**config.mk**
```make
export PLATFORM = sky130hd
export DESIGN_NAME = poly_actor_top
export DESIGN_NICKNAME = d
export VERILOG_FILES = /design/src/poly_actor_pkg.sv /design/src/poly_coef_store.sv /design/src/poly_cmd_decode.sv /design/src/poly_exec.sv /design/src/poly_result_out.sv /design/src/poly_firing_fsm.sv /design/src/poly_actor_top.sv
export VERILOG_INCLUDE_DIRS = /design/src
export SDC_FILE = /design/constraint.sdc
export NUM_CORES = 2
export LEC_CHECK = 0
export BUFFER_PORTS_ARGS = -buffer_cell sky130_fd_sc_hd__buf_2
export CAP_MARGIN = 20
export CELL_PAD_IN_SITES_DETAIL_PLACEMENT = 0
export CELL_PAD_IN_SITES_GLOBAL_PLACEMENT = 1
export CORE_AREA = 4 4 323 325
export CTS_CLUSTER_DIAMETER = 50
export DETAILED_ROUTE_END_ITERATION = 10
export DIE_AREA = 0 0 327 329
export GPL_TIMING_DRIVEN = 0
export PLACE_DENSITY_LB_ADDON = 0.1
export REMOVE_ABC_BUFFERS = 1
export SLEW_MARGIN = 20
export SYNTH_ARGS = -nofsm -noshare
export SYNTH_HDL_FRONTEND = slang
export SYNTH_HIERARCHICAL = 1
export SYNTH_SLANG_ARGS = --single-unit
```
**constraint.sdc**
```tcl
create_clock -name clk -period 7.9 [get_ports clk]
set_input_delay 0.395 -clock clk [delete_from_list [all_inputs] [get_ports clk]]
set_output_delay 0.395 -clock clk [all_outputs]
set_load 0.02 [all_outputs]
```
**src/poly_actor_settings.svh**
```systemverilog
/*
 polynomial actor sizing
 word width, polynomial count, degree and block limits, and the
 bit fields of the command word
*/
`ifndef POLY_ACTOR_SETTINGS_SVH
`define POLY_ACTOR_SETTINGS_SVH

`define POLY_WORD       16   // data, command and status width
`define POLY_COUNT      8    // polynomials held by the store
`define POLY_SEL_W      3    // bits needed to pick one polynomial
`define POLY_MAX_DEG    7    // highest degree STP accepts
`define POLY_DEG_W      3    // bits of a stored degree
`define POLY_ADDR_W     6    // coefficient address, polynomial then term
`define POLY_MAX_BLOCK  8    // largest point count for EVB
`define POLY_ARG_W      5    // width of the arg2 field

// command word fields, the low five bits are ignored
`define CMD_OP_MSB      15
`define CMD_OP_LSB      13
`define CMD_A_MSB       12
`define CMD_A_LSB       10
`define CMD_ARG_MSB     9
`define CMD_ARG_LSB     5

`endif

```
**src/poly_actor_pkg.sv**
```systemverilog
/*
 polynomial actor types
 opcodes, firing modes, status codes and controller states
*/
`include "poly_actor_settings.svh"

package poly_actor_pkg;

   // opcode field of a command word, values 5 to 7 are invalid
   typedef enum logic [2:0] {
      GET_COMMAND = 3'd0,
      STP         = 3'd1,
      EVP         = 3'd2,
      EVB         = 3'd3,
      RST         = 3'd4
   } opcode_e;

   // firing mode chosen by the parent scheduler
   typedef enum logic [1:0] {
      SETUP_INSTR = 2'd0,
      INSTR       = 2'd1,
      OUTPUT      = 2'd2
   } mode_e;

   // status word written after the results
   typedef enum logic [`POLY_WORD-1:0] {
      ST_OK         = 'd0,
      ST_BAD_OPCODE = 'd1,
      ST_BAD_ARG    = 'd2,
      ST_NO_POLY    = 'd3
   } status_e;

   // firing controller, one start and one wait state per block
   typedef enum logic [2:0] {
      ST_IDLE,
      ST_DEC_START,
      ST_DEC_WAIT,
      ST_EXEC_START,
      ST_EXEC_WAIT,
      ST_OUT_START,
      ST_OUT_WAIT,
      ST_DONE
   } fsm_state_e;

endpackage

```
**src/poly_coef_store.sv**
```systemverilog
/*
 coefficient store
 one word per term of every polynomial with a registered read port,
 plus a degree and a valid bit per polynomial
*/
`include "poly_actor_settings.svh"

module poly_coef_store (
   input  logic                    clk,
   input  logic                    rst,
   input  logic                    wr_en,
   input  logic [`POLY_ADDR_W-1:0] wr_addr,
   input  logic [`POLY_WORD-1:0]   wr_data,
   input  logic [`POLY_ADDR_W-1:0] rd_addr,
   output logic [`POLY_WORD-1:0]   rd_q,
   input  logic                    deg_wr,
   input  logic [`POLY_SEL_W-1:0]  poly_sel,
   input  logic [`POLY_DEG_W-1:0]  deg_in,
   input  logic                    clear_all,
   output logic [`POLY_DEG_W-1:0]  deg_out,
   output logic                    valid_out
);

   logic [`POLY_WORD-1:0]  mem [0:(1 << `POLY_ADDR_W)-1];  // address is {poly, term}
   logic [`POLY_DEG_W-1:0] deg_tab [0:`POLY_COUNT-1];
   logic [`POLY_COUNT-1:0] valid_tab;

   always_ff @(posedge clk)
   begin
      if (wr_en)
         mem[wr_addr] <= wr_data;
      rd_q <= mem[rd_addr];   // data shows up one cycle after the address
      if (deg_wr)
         deg_tab[poly_sel] <= deg_in;
   end

   // a polynomial becomes valid once its degree is written
   always_ff @(posedge clk or negedge rst)
   begin
      if (!rst)
         valid_tab <= '0;
      else if (clear_all)
         valid_tab <= '0;   // RST forgets every polynomial at once
      else if (deg_wr)
         valid_tab[poly_sel] <= 1'b1;
   end

   assign deg_out   = deg_tab[poly_sel];
   assign valid_out = valid_tab[poly_sel];

endmodule

```
**src/poly_cmd_decode.sv**
```systemverilog
/*
 command decode
 pops one word from the command FIFO, splits it into opcode, polynomial
 and argument, and classifies it into a status code
*/
`include "poly_actor_settings.svh"

module poly_cmd_decode (
   input  logic                    clk,
   input  logic                    rst,
   input  logic                    start_decode,
   input  logic [`POLY_WORD-1:0]   command_in,
   output logic                    rd_command,
   output poly_actor_pkg::opcode_e opcode,
   output logic [`POLY_SEL_W-1:0]  poly_sel,
   output logic [`POLY_ARG_W-1:0]  arg2,
   output poly_actor_pkg::status_e cmd_status,
   output logic                    decode_done
);

   typedef enum logic [1:0] {D_IDLE, D_LATCH, D_DONE} dec_state_e;

   dec_state_e state;

   // range checks only, whether the polynomial exists is left to execute
   function automatic poly_actor_pkg::status_e classify(input logic [2:0] op,
                                                        input logic [`POLY_ARG_W-1:0] arg);
      poly_actor_pkg::status_e st;
      st = poly_actor_pkg::ST_OK;
      case (op)
         poly_actor_pkg::STP:
            if (arg > `POLY_MAX_DEG)
               st = poly_actor_pkg::ST_BAD_ARG;
         poly_actor_pkg::EVB:
            if (arg == '0 || arg > `POLY_MAX_BLOCK)
               st = poly_actor_pkg::ST_BAD_ARG;
         poly_actor_pkg::EVP, poly_actor_pkg::RST:
            st = poly_actor_pkg::ST_OK;
         default:
            st = poly_actor_pkg::ST_BAD_OPCODE;   // GET_COMMAND is not a command either
      endcase
      return st;
   endfunction

   always_ff @(posedge clk or negedge rst)
   begin
      if (!rst)
      begin
         state      <= D_IDLE;
         opcode     <= poly_actor_pkg::GET_COMMAND;
         poly_sel   <= '0;
         arg2       <= '0;
         cmd_status <= poly_actor_pkg::ST_OK;
      end
      else
      begin
         case (state)
            D_IDLE:
               if (start_decode)
                  state <= D_LATCH;
            D_LATCH:
            begin
               // the head word is taken on the same edge that pops it
               opcode     <= poly_actor_pkg::opcode_e'(command_in[`CMD_OP_MSB:`CMD_OP_LSB]);
               poly_sel   <= command_in[`CMD_A_MSB:`CMD_A_LSB];
               arg2       <= command_in[`CMD_ARG_MSB:`CMD_ARG_LSB];
               cmd_status <= classify(command_in[`CMD_OP_MSB:`CMD_OP_LSB],
                                      command_in[`CMD_ARG_MSB:`CMD_ARG_LSB]);
               state      <= D_DONE;
            end
            default:
               state <= D_IDLE;
         endcase
      end
   end

   assign rd_command  = (state == D_LATCH);
   assign decode_done = (state == D_DONE);   // fields are stable from here on

endmodule

```
**src/poly_exec.sv**
```systemverilog
/*
 execute block
 runs the decoded command, STP loads coefficients, EVP and EVB evaluate
 by Horner's rule one coefficient per cycle, RST clears the store
*/
`include "poly_actor_settings.svh"

module poly_exec (
   input  logic                    clk,
   input  logic                    rst,
   input  logic                    start_exec,
   input  poly_actor_pkg::opcode_e opcode,
   input  logic [`POLY_SEL_W-1:0]  poly_sel,
   input  logic [`POLY_ARG_W-1:0]  arg2,
   input  poly_actor_pkg::status_e cmd_status,
   input  logic [`POLY_WORD-1:0]   data_in,
   output logic                    rd_data,
   output logic                    wr_en,
   output logic [`POLY_ADDR_W-1:0] wr_addr,
   output logic [`POLY_WORD-1:0]   wr_data,
   output logic [`POLY_ADDR_W-1:0] rd_addr,
   input  logic [`POLY_WORD-1:0]   rd_q,
   output logic                    deg_wr,
   output logic [`POLY_DEG_W-1:0]  deg_in,
   output logic                    clear_all,
   input  logic [`POLY_DEG_W-1:0]  deg_out,
   input  logic                    valid_out,
   output logic                    res_push,
   output logic [`POLY_WORD-1:0]   res_value,
   output logic                    status_load,
   output poly_actor_pkg::status_e status_value,
   output logic                    exec_done
);

   typedef enum logic [2:0] {E_IDLE, E_STP, E_LOADX, E_HORNER, E_FINISH} exec_state_e;

   exec_state_e             state;
   logic [`POLY_DEG_W-1:0]  idx;       // current term, counts down to 0
   logic [`POLY_ARG_W-1:0]  pts;       // points still to evaluate
   logic [`POLY_WORD-1:0]   x_r;
   logic [`POLY_WORD-1:0]   acc;
   logic [`POLY_WORD-1:0]   horner;
   poly_actor_pkg::status_e stat_r;
   logic                    running;   // between start_exec and exec_done
   logic                    cmd_ok;

   assign cmd_ok = (cmd_status == poly_actor_pkg::ST_OK);
   assign horner = acc * x_r + rd_q;   // wraps at the word size

   assign rd_data = (state == E_STP) || (state == E_LOADX);
   assign wr_en   = (state == E_STP);
   assign wr_addr = {poly_sel, idx};   // first data word is c_N
   assign wr_data = data_in;
   assign deg_wr  = (state == E_STP) && (idx == '0);   // degree lands with c_0
   assign deg_in  = arg2[`POLY_DEG_W-1:0];

   // the read is registered, so while one term is summed the next is fetched
   assign rd_addr = (state == E_HORNER) ? {poly_sel, idx - 1'b1} : {poly_sel, idx};

   assign clear_all = (state == E_IDLE) && start_exec && cmd_ok &&
                      (opcode == poly_actor_pkg::RST);

   assign res_push     = (state == E_HORNER) && (idx == '0);
   assign res_value    = horner;
   assign status_load  = (state == E_FINISH);
   assign status_value = stat_r;
   assign exec_done    = (state == E_FINISH);

   always_ff @(posedge clk or negedge rst)
   begin
      if (!rst)
      begin
         state  <= E_IDLE;
         idx    <= '0;
         pts    <= '0;
         stat_r <= poly_actor_pkg::ST_OK;
      end
      else
      begin
         case (state)
            E_IDLE:
               if (start_exec)
               begin
                  stat_r <= poly_actor_pkg::ST_OK;
                  state  <= E_FINISH;   // errors and RST finish right away
                  if (!cmd_ok)
                     stat_r <= cmd_status;
                  else
                     case (opcode)
                        poly_actor_pkg::STP:
                        begin
                           idx   <= arg2[`POLY_DEG_W-1:0];
                           state <= E_STP;
                        end
                        poly_actor_pkg::EVP, poly_actor_pkg::EVB:
                           if (!valid_out)
                              stat_r <= poly_actor_pkg::ST_NO_POLY;   // no data is read
                           else
                           begin
                              idx   <= deg_out;
                              pts   <= (opcode == poly_actor_pkg::EVP) ? 'd1 : arg2;
                              state <= E_LOADX;
                           end
                        poly_actor_pkg::RST:
                           stat_r <= poly_actor_pkg::ST_OK;
                        default:
                           stat_r <= poly_actor_pkg::ST_BAD_OPCODE;
                     endcase
               end
            E_STP:
            begin
               idx <= idx - 1'b1;
               if (idx == '0)
                  state <= E_FINISH;
            end
            E_LOADX:
               state <= E_HORNER;   // c_N is on its way out of the store
            E_HORNER:
            begin
               idx <= idx - 1'b1;
               if (idx == '0)
               begin
                  pts <= pts - 1'b1;
                  if (pts == 'd1)
                     state <= E_FINISH;
                  else
                  begin
                     idx   <= deg_out;   // next point starts again from c_N
                     state <= E_LOADX;
                  end
               end
            end
            default:
               state <= E_IDLE;
         endcase
      end
   end

   // x and the accumulator are plain datapath registers
   always_ff @(posedge clk)
   begin
      if (state == E_LOADX)
      begin
         x_r <= data_in;
         acc <= '0;   // first step then gives c_N
      end
      else if (state == E_HORNER)
         acc <= horner;
   end

   always_ff @(posedge clk or negedge rst)
   begin
      if (!rst)
         running <= 1'b0;
      else if (exec_done)
         running <= 1'b0;
      else if (start_exec)
         running <= 1'b1;
   end

   // data words are only consumed by a started command that decoded cleanly
   a_rd_data_in_cmd: assert property (@(posedge clk) disable iff (!rst)
      rd_data |-> running && cmd_ok);

endmodule

```
**src/poly_result_out.sv**
```systemverilog
/*
 result block
 queues evaluated values and the last status, then on an output
 firing writes the queue and the status word, one per cycle
*/
`include "poly_actor_settings.svh"

module poly_result_out (
   input  logic                    clk,
   input  logic                    rst,
   input  logic                    res_push,
   input  logic [`POLY_WORD-1:0]   res_value,
   input  logic                    status_load,
   input  poly_actor_pkg::status_e status_value,
   input  logic                    start_output,
   output logic                    wr_out,
   output logic [`POLY_WORD-1:0]   data_out,
   output logic                    output_done
);

   typedef enum logic [1:0] {O_IDLE, O_STREAM, O_DONE} out_state_e;

   out_state_e                           state;
   logic [`POLY_WORD-1:0]                queue [0:`POLY_MAX_BLOCK-1];
   logic [$clog2(`POLY_MAX_BLOCK+1)-1:0] cnt;   // results waiting
   logic [$clog2(`POLY_MAX_BLOCK+1)-1:0] idx;   // next one to write
   poly_actor_pkg::status_e              status_r;

   always_ff @(posedge clk)
   begin
      if (res_push)
         queue[cnt[$clog2(`POLY_MAX_BLOCK)-1:0]] <= res_value;
   end

   always_ff @(posedge clk or negedge rst)
   begin
      if (!rst)
      begin
         state    <= O_IDLE;
         cnt      <= '0;
         idx      <= '0;
         status_r <= poly_actor_pkg::ST_OK;   // reported before any command
      end
      else
      begin
         if (status_load)
            status_r <= status_value;
         case (state)
            O_IDLE:
            begin
               if (res_push)
                  cnt <= cnt + 1'b1;
               if (start_output)
               begin
                  idx   <= '0;
                  state <= O_STREAM;
               end
            end
            O_STREAM:
               if (idx == cnt)
               begin
                  cnt   <= '0;   // status goes out this cycle, queue is spent
                  state <= O_DONE;
               end
               else
                  idx <= idx + 1'b1;
            default:
               state <= O_IDLE;
         endcase
      end
   end

   assign wr_out      = (state == O_STREAM);
   assign data_out    = (idx == cnt) ? status_r : queue[idx[$clog2(`POLY_MAX_BLOCK)-1:0]];
   assign output_done = (state == O_DONE);

   // execute may only push between output firings and never past the queue depth
   a_no_push_full: assert property (@(posedge clk) disable iff (!rst)
      res_push |-> (cnt < `POLY_MAX_BLOCK) && (state == O_IDLE));

endmodule

```
**src/poly_firing_fsm.sv**
```systemverilog
/*
 firing controller
 on each start from the parent runs decode, execute or output depending
 on the mode, waits for that block and answers with done
*/
module poly_firing_fsm (
   input  logic                  clk,
   input  logic                  rst,
   input  logic                  start,
   input  poly_actor_pkg::mode_e mode_in,
   input  logic                  decode_done,
   input  logic                  exec_done,
   input  logic                  output_done,
   output logic                  start_decode,
   output logic                  start_exec,
   output logic                  start_output,
   output logic                  done
);

   poly_actor_pkg::fsm_state_e state;
   poly_actor_pkg::fsm_state_e next_state;

   always_ff @(posedge clk or negedge rst)
   begin
      if (!rst)
         state <= poly_actor_pkg::ST_IDLE;
      else
         state <= next_state;
   end

   always_comb
   begin
      next_state = state;   // wait states hold by default
      case (state)
         poly_actor_pkg::ST_IDLE:
            if (start)
               case (mode_in)
                  poly_actor_pkg::SETUP_INSTR: next_state = poly_actor_pkg::ST_DEC_START;
                  poly_actor_pkg::INSTR:       next_state = poly_actor_pkg::ST_EXEC_START;
                  poly_actor_pkg::OUTPUT:      next_state = poly_actor_pkg::ST_OUT_START;
                  default:                     next_state = poly_actor_pkg::ST_DONE;
               endcase
         poly_actor_pkg::ST_DEC_START:
            next_state = poly_actor_pkg::ST_DEC_WAIT;
         poly_actor_pkg::ST_DEC_WAIT:
            if (decode_done)
               next_state = poly_actor_pkg::ST_DONE;
         poly_actor_pkg::ST_EXEC_START:
            next_state = poly_actor_pkg::ST_EXEC_WAIT;
         poly_actor_pkg::ST_EXEC_WAIT:
            if (exec_done)
               next_state = poly_actor_pkg::ST_DONE;
         poly_actor_pkg::ST_OUT_START:
            next_state = poly_actor_pkg::ST_OUT_WAIT;
         poly_actor_pkg::ST_OUT_WAIT:
            if (output_done)
               next_state = poly_actor_pkg::ST_DONE;
         default:
            next_state = poly_actor_pkg::ST_IDLE;   // ST_DONE lasts one cycle
      endcase
   end

   // block starts are registered, so they fire one cycle after leaving idle
   always_ff @(posedge clk or negedge rst)
   begin
      if (!rst)
      begin
         start_decode <= 1'b0;
         start_exec   <= 1'b0;
         start_output <= 1'b0;
      end
      else
      begin
         start_decode <= (state == poly_actor_pkg::ST_DEC_START);
         start_exec   <= (state == poly_actor_pkg::ST_EXEC_START);
         start_output <= (state == poly_actor_pkg::ST_OUT_START);
      end
   end

   assign done = (state == poly_actor_pkg::ST_DONE);

   // the three blocks share the FIFO ports and never run together
   // no start may overlap any block's done pulse either
   a_one_block: assert property (@(posedge clk) disable iff (!rst)
      $onehot0({start_decode, start_exec, start_output, decode_done, exec_done, output_done}));

endmodule

```
**src/poly_actor_top.sv**
```systemverilog
/*
 polynomial evaluation actor
 firing controller over the decode, execute and result blocks, with the
 coefficient store between execute and its tables
*/
`include "poly_actor_settings.svh"

module poly_actor_top (
   input  logic                  clk,
   input  logic                  rst,
   input  logic                  start,
   input  poly_actor_pkg::mode_e mode_in,
   output logic                  done,
   input  logic [`POLY_WORD-1:0] command_in,
   output logic                  rd_command,
   input  logic [`POLY_WORD-1:0] data_in,
   output logic                  rd_data,
   output logic                  wr_out,
   output logic [`POLY_WORD-1:0] data_out
);

   logic                    start_decode, start_exec, start_output;
   logic                    decode_done, exec_done, output_done;
   poly_actor_pkg::opcode_e opcode;
   logic [`POLY_SEL_W-1:0]  poly_sel;
   logic [`POLY_ARG_W-1:0]  arg2;
   poly_actor_pkg::status_e cmd_status;
   logic                    wr_en, deg_wr, clear_all, valid_out;
   logic [`POLY_ADDR_W-1:0] wr_addr, rd_addr;
   logic [`POLY_WORD-1:0]   wr_data, rd_q;
   logic [`POLY_DEG_W-1:0]  deg_in, deg_out;
   logic                    res_push, status_load;
   logic [`POLY_WORD-1:0]   res_value;
   poly_actor_pkg::status_e status_value;

   poly_firing_fsm u_fsm (
      .clk, .rst, .start, .mode_in, .decode_done, .exec_done, .output_done,
      .start_decode, .start_exec, .start_output, .done);

   poly_cmd_decode u_decode (
      .clk, .rst, .start_decode, .command_in, .rd_command,
      .opcode, .poly_sel, .arg2, .cmd_status, .decode_done);

   poly_exec u_exec (
      .clk, .rst, .start_exec, .opcode, .poly_sel, .arg2, .cmd_status, .data_in,
      .rd_data, .wr_en, .wr_addr, .wr_data, .rd_addr, .rd_q, .deg_wr, .deg_in,
      .clear_all, .deg_out, .valid_out, .res_push, .res_value, .status_load,
      .status_value, .exec_done);

   // the store sees the decoded polynomial directly for its tables
   poly_coef_store u_store (
      .clk, .rst, .wr_en, .wr_addr, .wr_data, .rd_addr, .rd_q, .deg_wr,
      .poly_sel, .deg_in, .clear_all, .deg_out, .valid_out);

   poly_result_out u_result (
      .clk, .rst, .res_push, .res_value, .status_load, .status_value,
      .start_output, .wr_out, .data_out, .output_done);

endmodule

```
==> out/summary.txt <==
CTS Buffer Depth: 3
CP max FO: 15
Setup WS post-layout: 1440 ps
Share of cells above drive strength 1: 25.0%
Final min period: 6460 ps
Post-route DRC: 0
Leak: 21.9 nW
Vias: 28141
Vias per cell: 6.00
Final setup viols: 0
Critical path buffer and inverter count: 6
Initial core utilization: 54.6%
GR Util All Layers: 24.0%
Worst Setup SP: u_exec/x_r[1]
M1 GR Usage: 33.5%
Status: completed
DRT antenna net count: 0
Dominant cell type by area after synthesis: edfxtp_1
Met3 Use GR: 3.50%
DP Cell Count: 4421
R2R Path End: u_result/queue[5][14]
First-pass GRT wire length: 190000 µm
Full die area: 108000 µm²
Netlist cell types: 89
Worst Setup EP: u_result/queue[5][14]
Nets: 3400
Power per cell area: 396 nW/µm²
Critical path arrival: 6860 ps
FF-to-FF setup slack: 1440 ps
Core Area: 101000 µm²
Routed length per instance: 26.8 µm
Synth top area cells: edfxtp_1 (65%), mux4_2 (12%), dfrtp_1 (3.7%)
Worst R2R Path Depth: 18
Hold Crit Class: input pin to asynchronous set/reset pin
HPWL after DPL: 81900 µm
Width of the chip: 327 µm
GRT met2 Usage: 40.1%
Clk pin slew, worst setup/hold paths: 60 ps
Post-synth EDFFs: 1192
RSZ-0062 raised after global routing: false
Die Y: 329 µm
CTS tree: built
Share of synthesized registers carrying an async set or reset: 6.28%
Clk_lat worst skew: 750 ps
CP startpoint kind: register
Worst rel slew slack: 26.5%
GR peak layer: met2
Crit path depth: 18
Initial antenna violation count: 3
Fmax: 155 MHz
Slowest Stage Delay on Critical Path: 760 ps
Req. time, crit path: 8310 ps
Predominant post-synthesis flop cell: edfxtp_1
GPL Wtd Cong: 0.771
Synth warn: 6
Count of final max-slew check failures: 0
Worst Max-Slew Pin Slew: 1100 ps
WS Path Type: register to register
Post-Syn Area: 55400 µm²
Clock sink count: 1306
Peak supply drop: 989 µV
Worst path slowest cell: xor2_1
CTS H-Tree Depth: 4
TNS Setup: 0 ps
Area Growth Syn to Fin: 14.1%
Critical Path End Type: register
Vias in the first global route: 29330
Final hold vios: 0
Worst reg2reg startpoint: u_exec/x_r[1]
Placement Setup Slack: 1420 ps
Row cnt: 117
Final Skew: 52.8 ps
CP cell instances: and2_1 -> fa_1 -> inv_1 -> fa_1 -> inv_1 -> fa_1 -> inv_1 -> fa_1 -> inv_1 -> fa_1 -> inv_1 -> fa_1 -> inv_1 -> ha_1 -> nand2_1 -> or3_1 -> a311oi_1 -> xor2_1
Synthesized instance count: 3061
Largest net degree at the start of global routing: 66
Avg Inst Size Synth: 18.1 µm²
Remaining global-route overflow: 0
Total iterations of the first detailed-routing run: 5
Post-Route WL: 126000 µm
Max Cap Viol: 0
Initial DRC count: 2573
Finished Layout Cells: 4693
Post-synthesis sequential area ratio: 69.4%
CTS Buf Count: 138
Top Family by Delay on Critical Path: adder cells
Yosys reg bits: 1306
I/O pin count: 57
Port Buf Inserts: 51
Post-synth top area share: 64.6%
Period utilization: 81.7%
Cell chosen for the clock root: clkbuf_16
-- state kept, by name, indices dropped and copies added, names as in the netlist, 5 cells and up --
| register | count |
|---|---|
| u_store/deg_tab | 24 |
| u_store/rd_q | 16 |
| u_result/status_r | 16 |
| u_result/queue | 128 |
| u_exec/x_r | 16 |
| u_store/valid_tab | 8 |
| u_store/mem | 1024 |
| u_exec/status_value | 16 |
| u_exec/pts | 5 |
| u_decode/arg2 | 5 |
| u_exec/acc | 16 |
-- worst reg2reg max path, cell delays in order (launching register included) --
cell and delay (ps):
edfxtp_1 650, and2_1 300, fa_1 550, inv_1 70, fa_1 520, inv_1 50
fa_1 500, inv_1 50, fa_1 530, inv_1 50, fa_1 470, inv_1 50
fa_1 480, inv_1 60, ha_1 360, nand2_1 70, or3_1 340, a311oi_1 290
xor2_1 760
-- placed cells by master (no fill, tap or decap), drive strengths merged, types with 7 or more instances in the layout --
| cell type | Yosys | routed |
|---|---|---|
| nand3b | 8 | 8 |
| fa | 94 | 94 |
| nor2b | 16 | 16 |
| o22ai | 18 | 18 |
| conb | 1 | 14 |
| xor2 | 7 | 7 |
| nor2 | 182 | 182 |
| buf | 126 | 178 |
| dfrtp | 82 | 82 |
| clkbuf | 71 | 167 |
| mux4 | 301 | 301 |
| nor3 | 25 | 25 |
| dfxtp | 32 | 32 |
| o41ai | 12 | 12 |
| o21ai | 67 | 67 |
| a21o | 7 | 7 |
| nor4 | 13 | 13 |
| a21oi | 77 | 77 |
| and2 | 55 | 55 |
| nand2 | 160 | 160 |
| nand2b | 15 | 15 |
| a211oi | 21 | 21 |
| xnor2 | 40 | 40 |
| mux2i | 76 | 76 |
| edfxtp | 1192 | 1192 |
| mux2 | 43 | 43 |
| a22o | 15 | 15 |
| bufinv | 0 | 10 |
| clkinv | 1 | 56 |
| ha | 58 | 58 |
| inv | 166 | 180 |
| dlygate4sd3 | 0 | 16 |
| nand3 | 9 | 9 |
-- Yosys cell counts, drive strengths merged (8+ instances only) --
library cell,instances
mux2,43
nor4,13
xnor2,40
fa,94
clkbuf,71
inv,166
nor3,25
o22ai,18
dfxtp,32
o21ai,67
a22o,15
nand2,160
nand3b,8
nor2,182
a211oi,21
dfrtp,82
buf,126
mux2i,76
ha,58
o41ai,12
nand3,9
and2,55
nand2b,15
mux4,301
edfxtp,1192
a21oi,77
nor2b,16
-- worst min-delay path by stage --
stage                                 endpoint  cells after the start  slack (ps)
after floorplan               u_decode/arg2[0]                      0         100
after global placement       u_decode/state[0]                      1         440
after detailed placement  u_decode/poly_sel[0]                      1         380
after CTS                       u_fsm/state[0]                      3         100
after global routing            u_fsm/state[0]                      3         150
final                     u_decode/poly_sel[2]                      2         140
-- metrics by stage --
| stage | util (%) | area (µm²) | hold slack, ps | power, mW |
|---|---|---|---|---|
| after floorplan | - | 54300 | 99.4 | 17.0 |
| after global placement | 55.5 | 56300 | 443 | 18.9 |
| after detailed placement | 57.7 | 58500 | 379 | 19.0 |
| after CTS | 62.3 | 63200 | 102 | 25.3 |
| after global routing | 62.3 | 63200 | 151 | 26.3 |
| final | 62.3 | 63200 | 145 | 25.0 |
-- power by group --
part	leakage (nW)	switching, mW	total [mW]	internal, mW
clock	2.17	2.66	6.30	3.64
combinational	7.78	5.54	9.41	3.87
sequential	12.0	0.304	9.30	9.00
-- metal layers --
layer	routed length, µm	part of all wire [%]
met5	11	0.0087
met4	3170	2.5
met3	7740	6.1
met2	63700	51
met1	51400	41
-- layout make-up --
type	instances	area (µm²)
clock inverters	85	833
multi-input cells	1404	15500
diodes	2	5.00
clock buffers	167	3630
inverters	167	639
repair buffers	194	2390
well taps	1368	1710
flip-flops and latches	1306	38500
fillers	7110	38200
-- timing repair --
action                                 in CTS  in global routing
setup buffers                               0                  0
endpoints found under the hold margin      90                  0
hold buffers                               16                  0
resized for setup                           0                  0
-- kinds of logic (layout without fill, tap and decap cells) --
logic type / Yosys count / after routing / synth area share (%)
compound gates: 255 / 255 / 2.90
xor+xnor: 48 / 48 / 0.826
fa+ha+maj: 152 / 152 / 4.70
buf+inv: 364 / 613 / 3.27
flops: 1306 / 1306 / 69.4
mux: 420 / 420 / 14.5
other cells: 1 / 16 / 0.00676
simple gates: 515 / 515 / 4.38
Power figures use the tool's default switching activity.
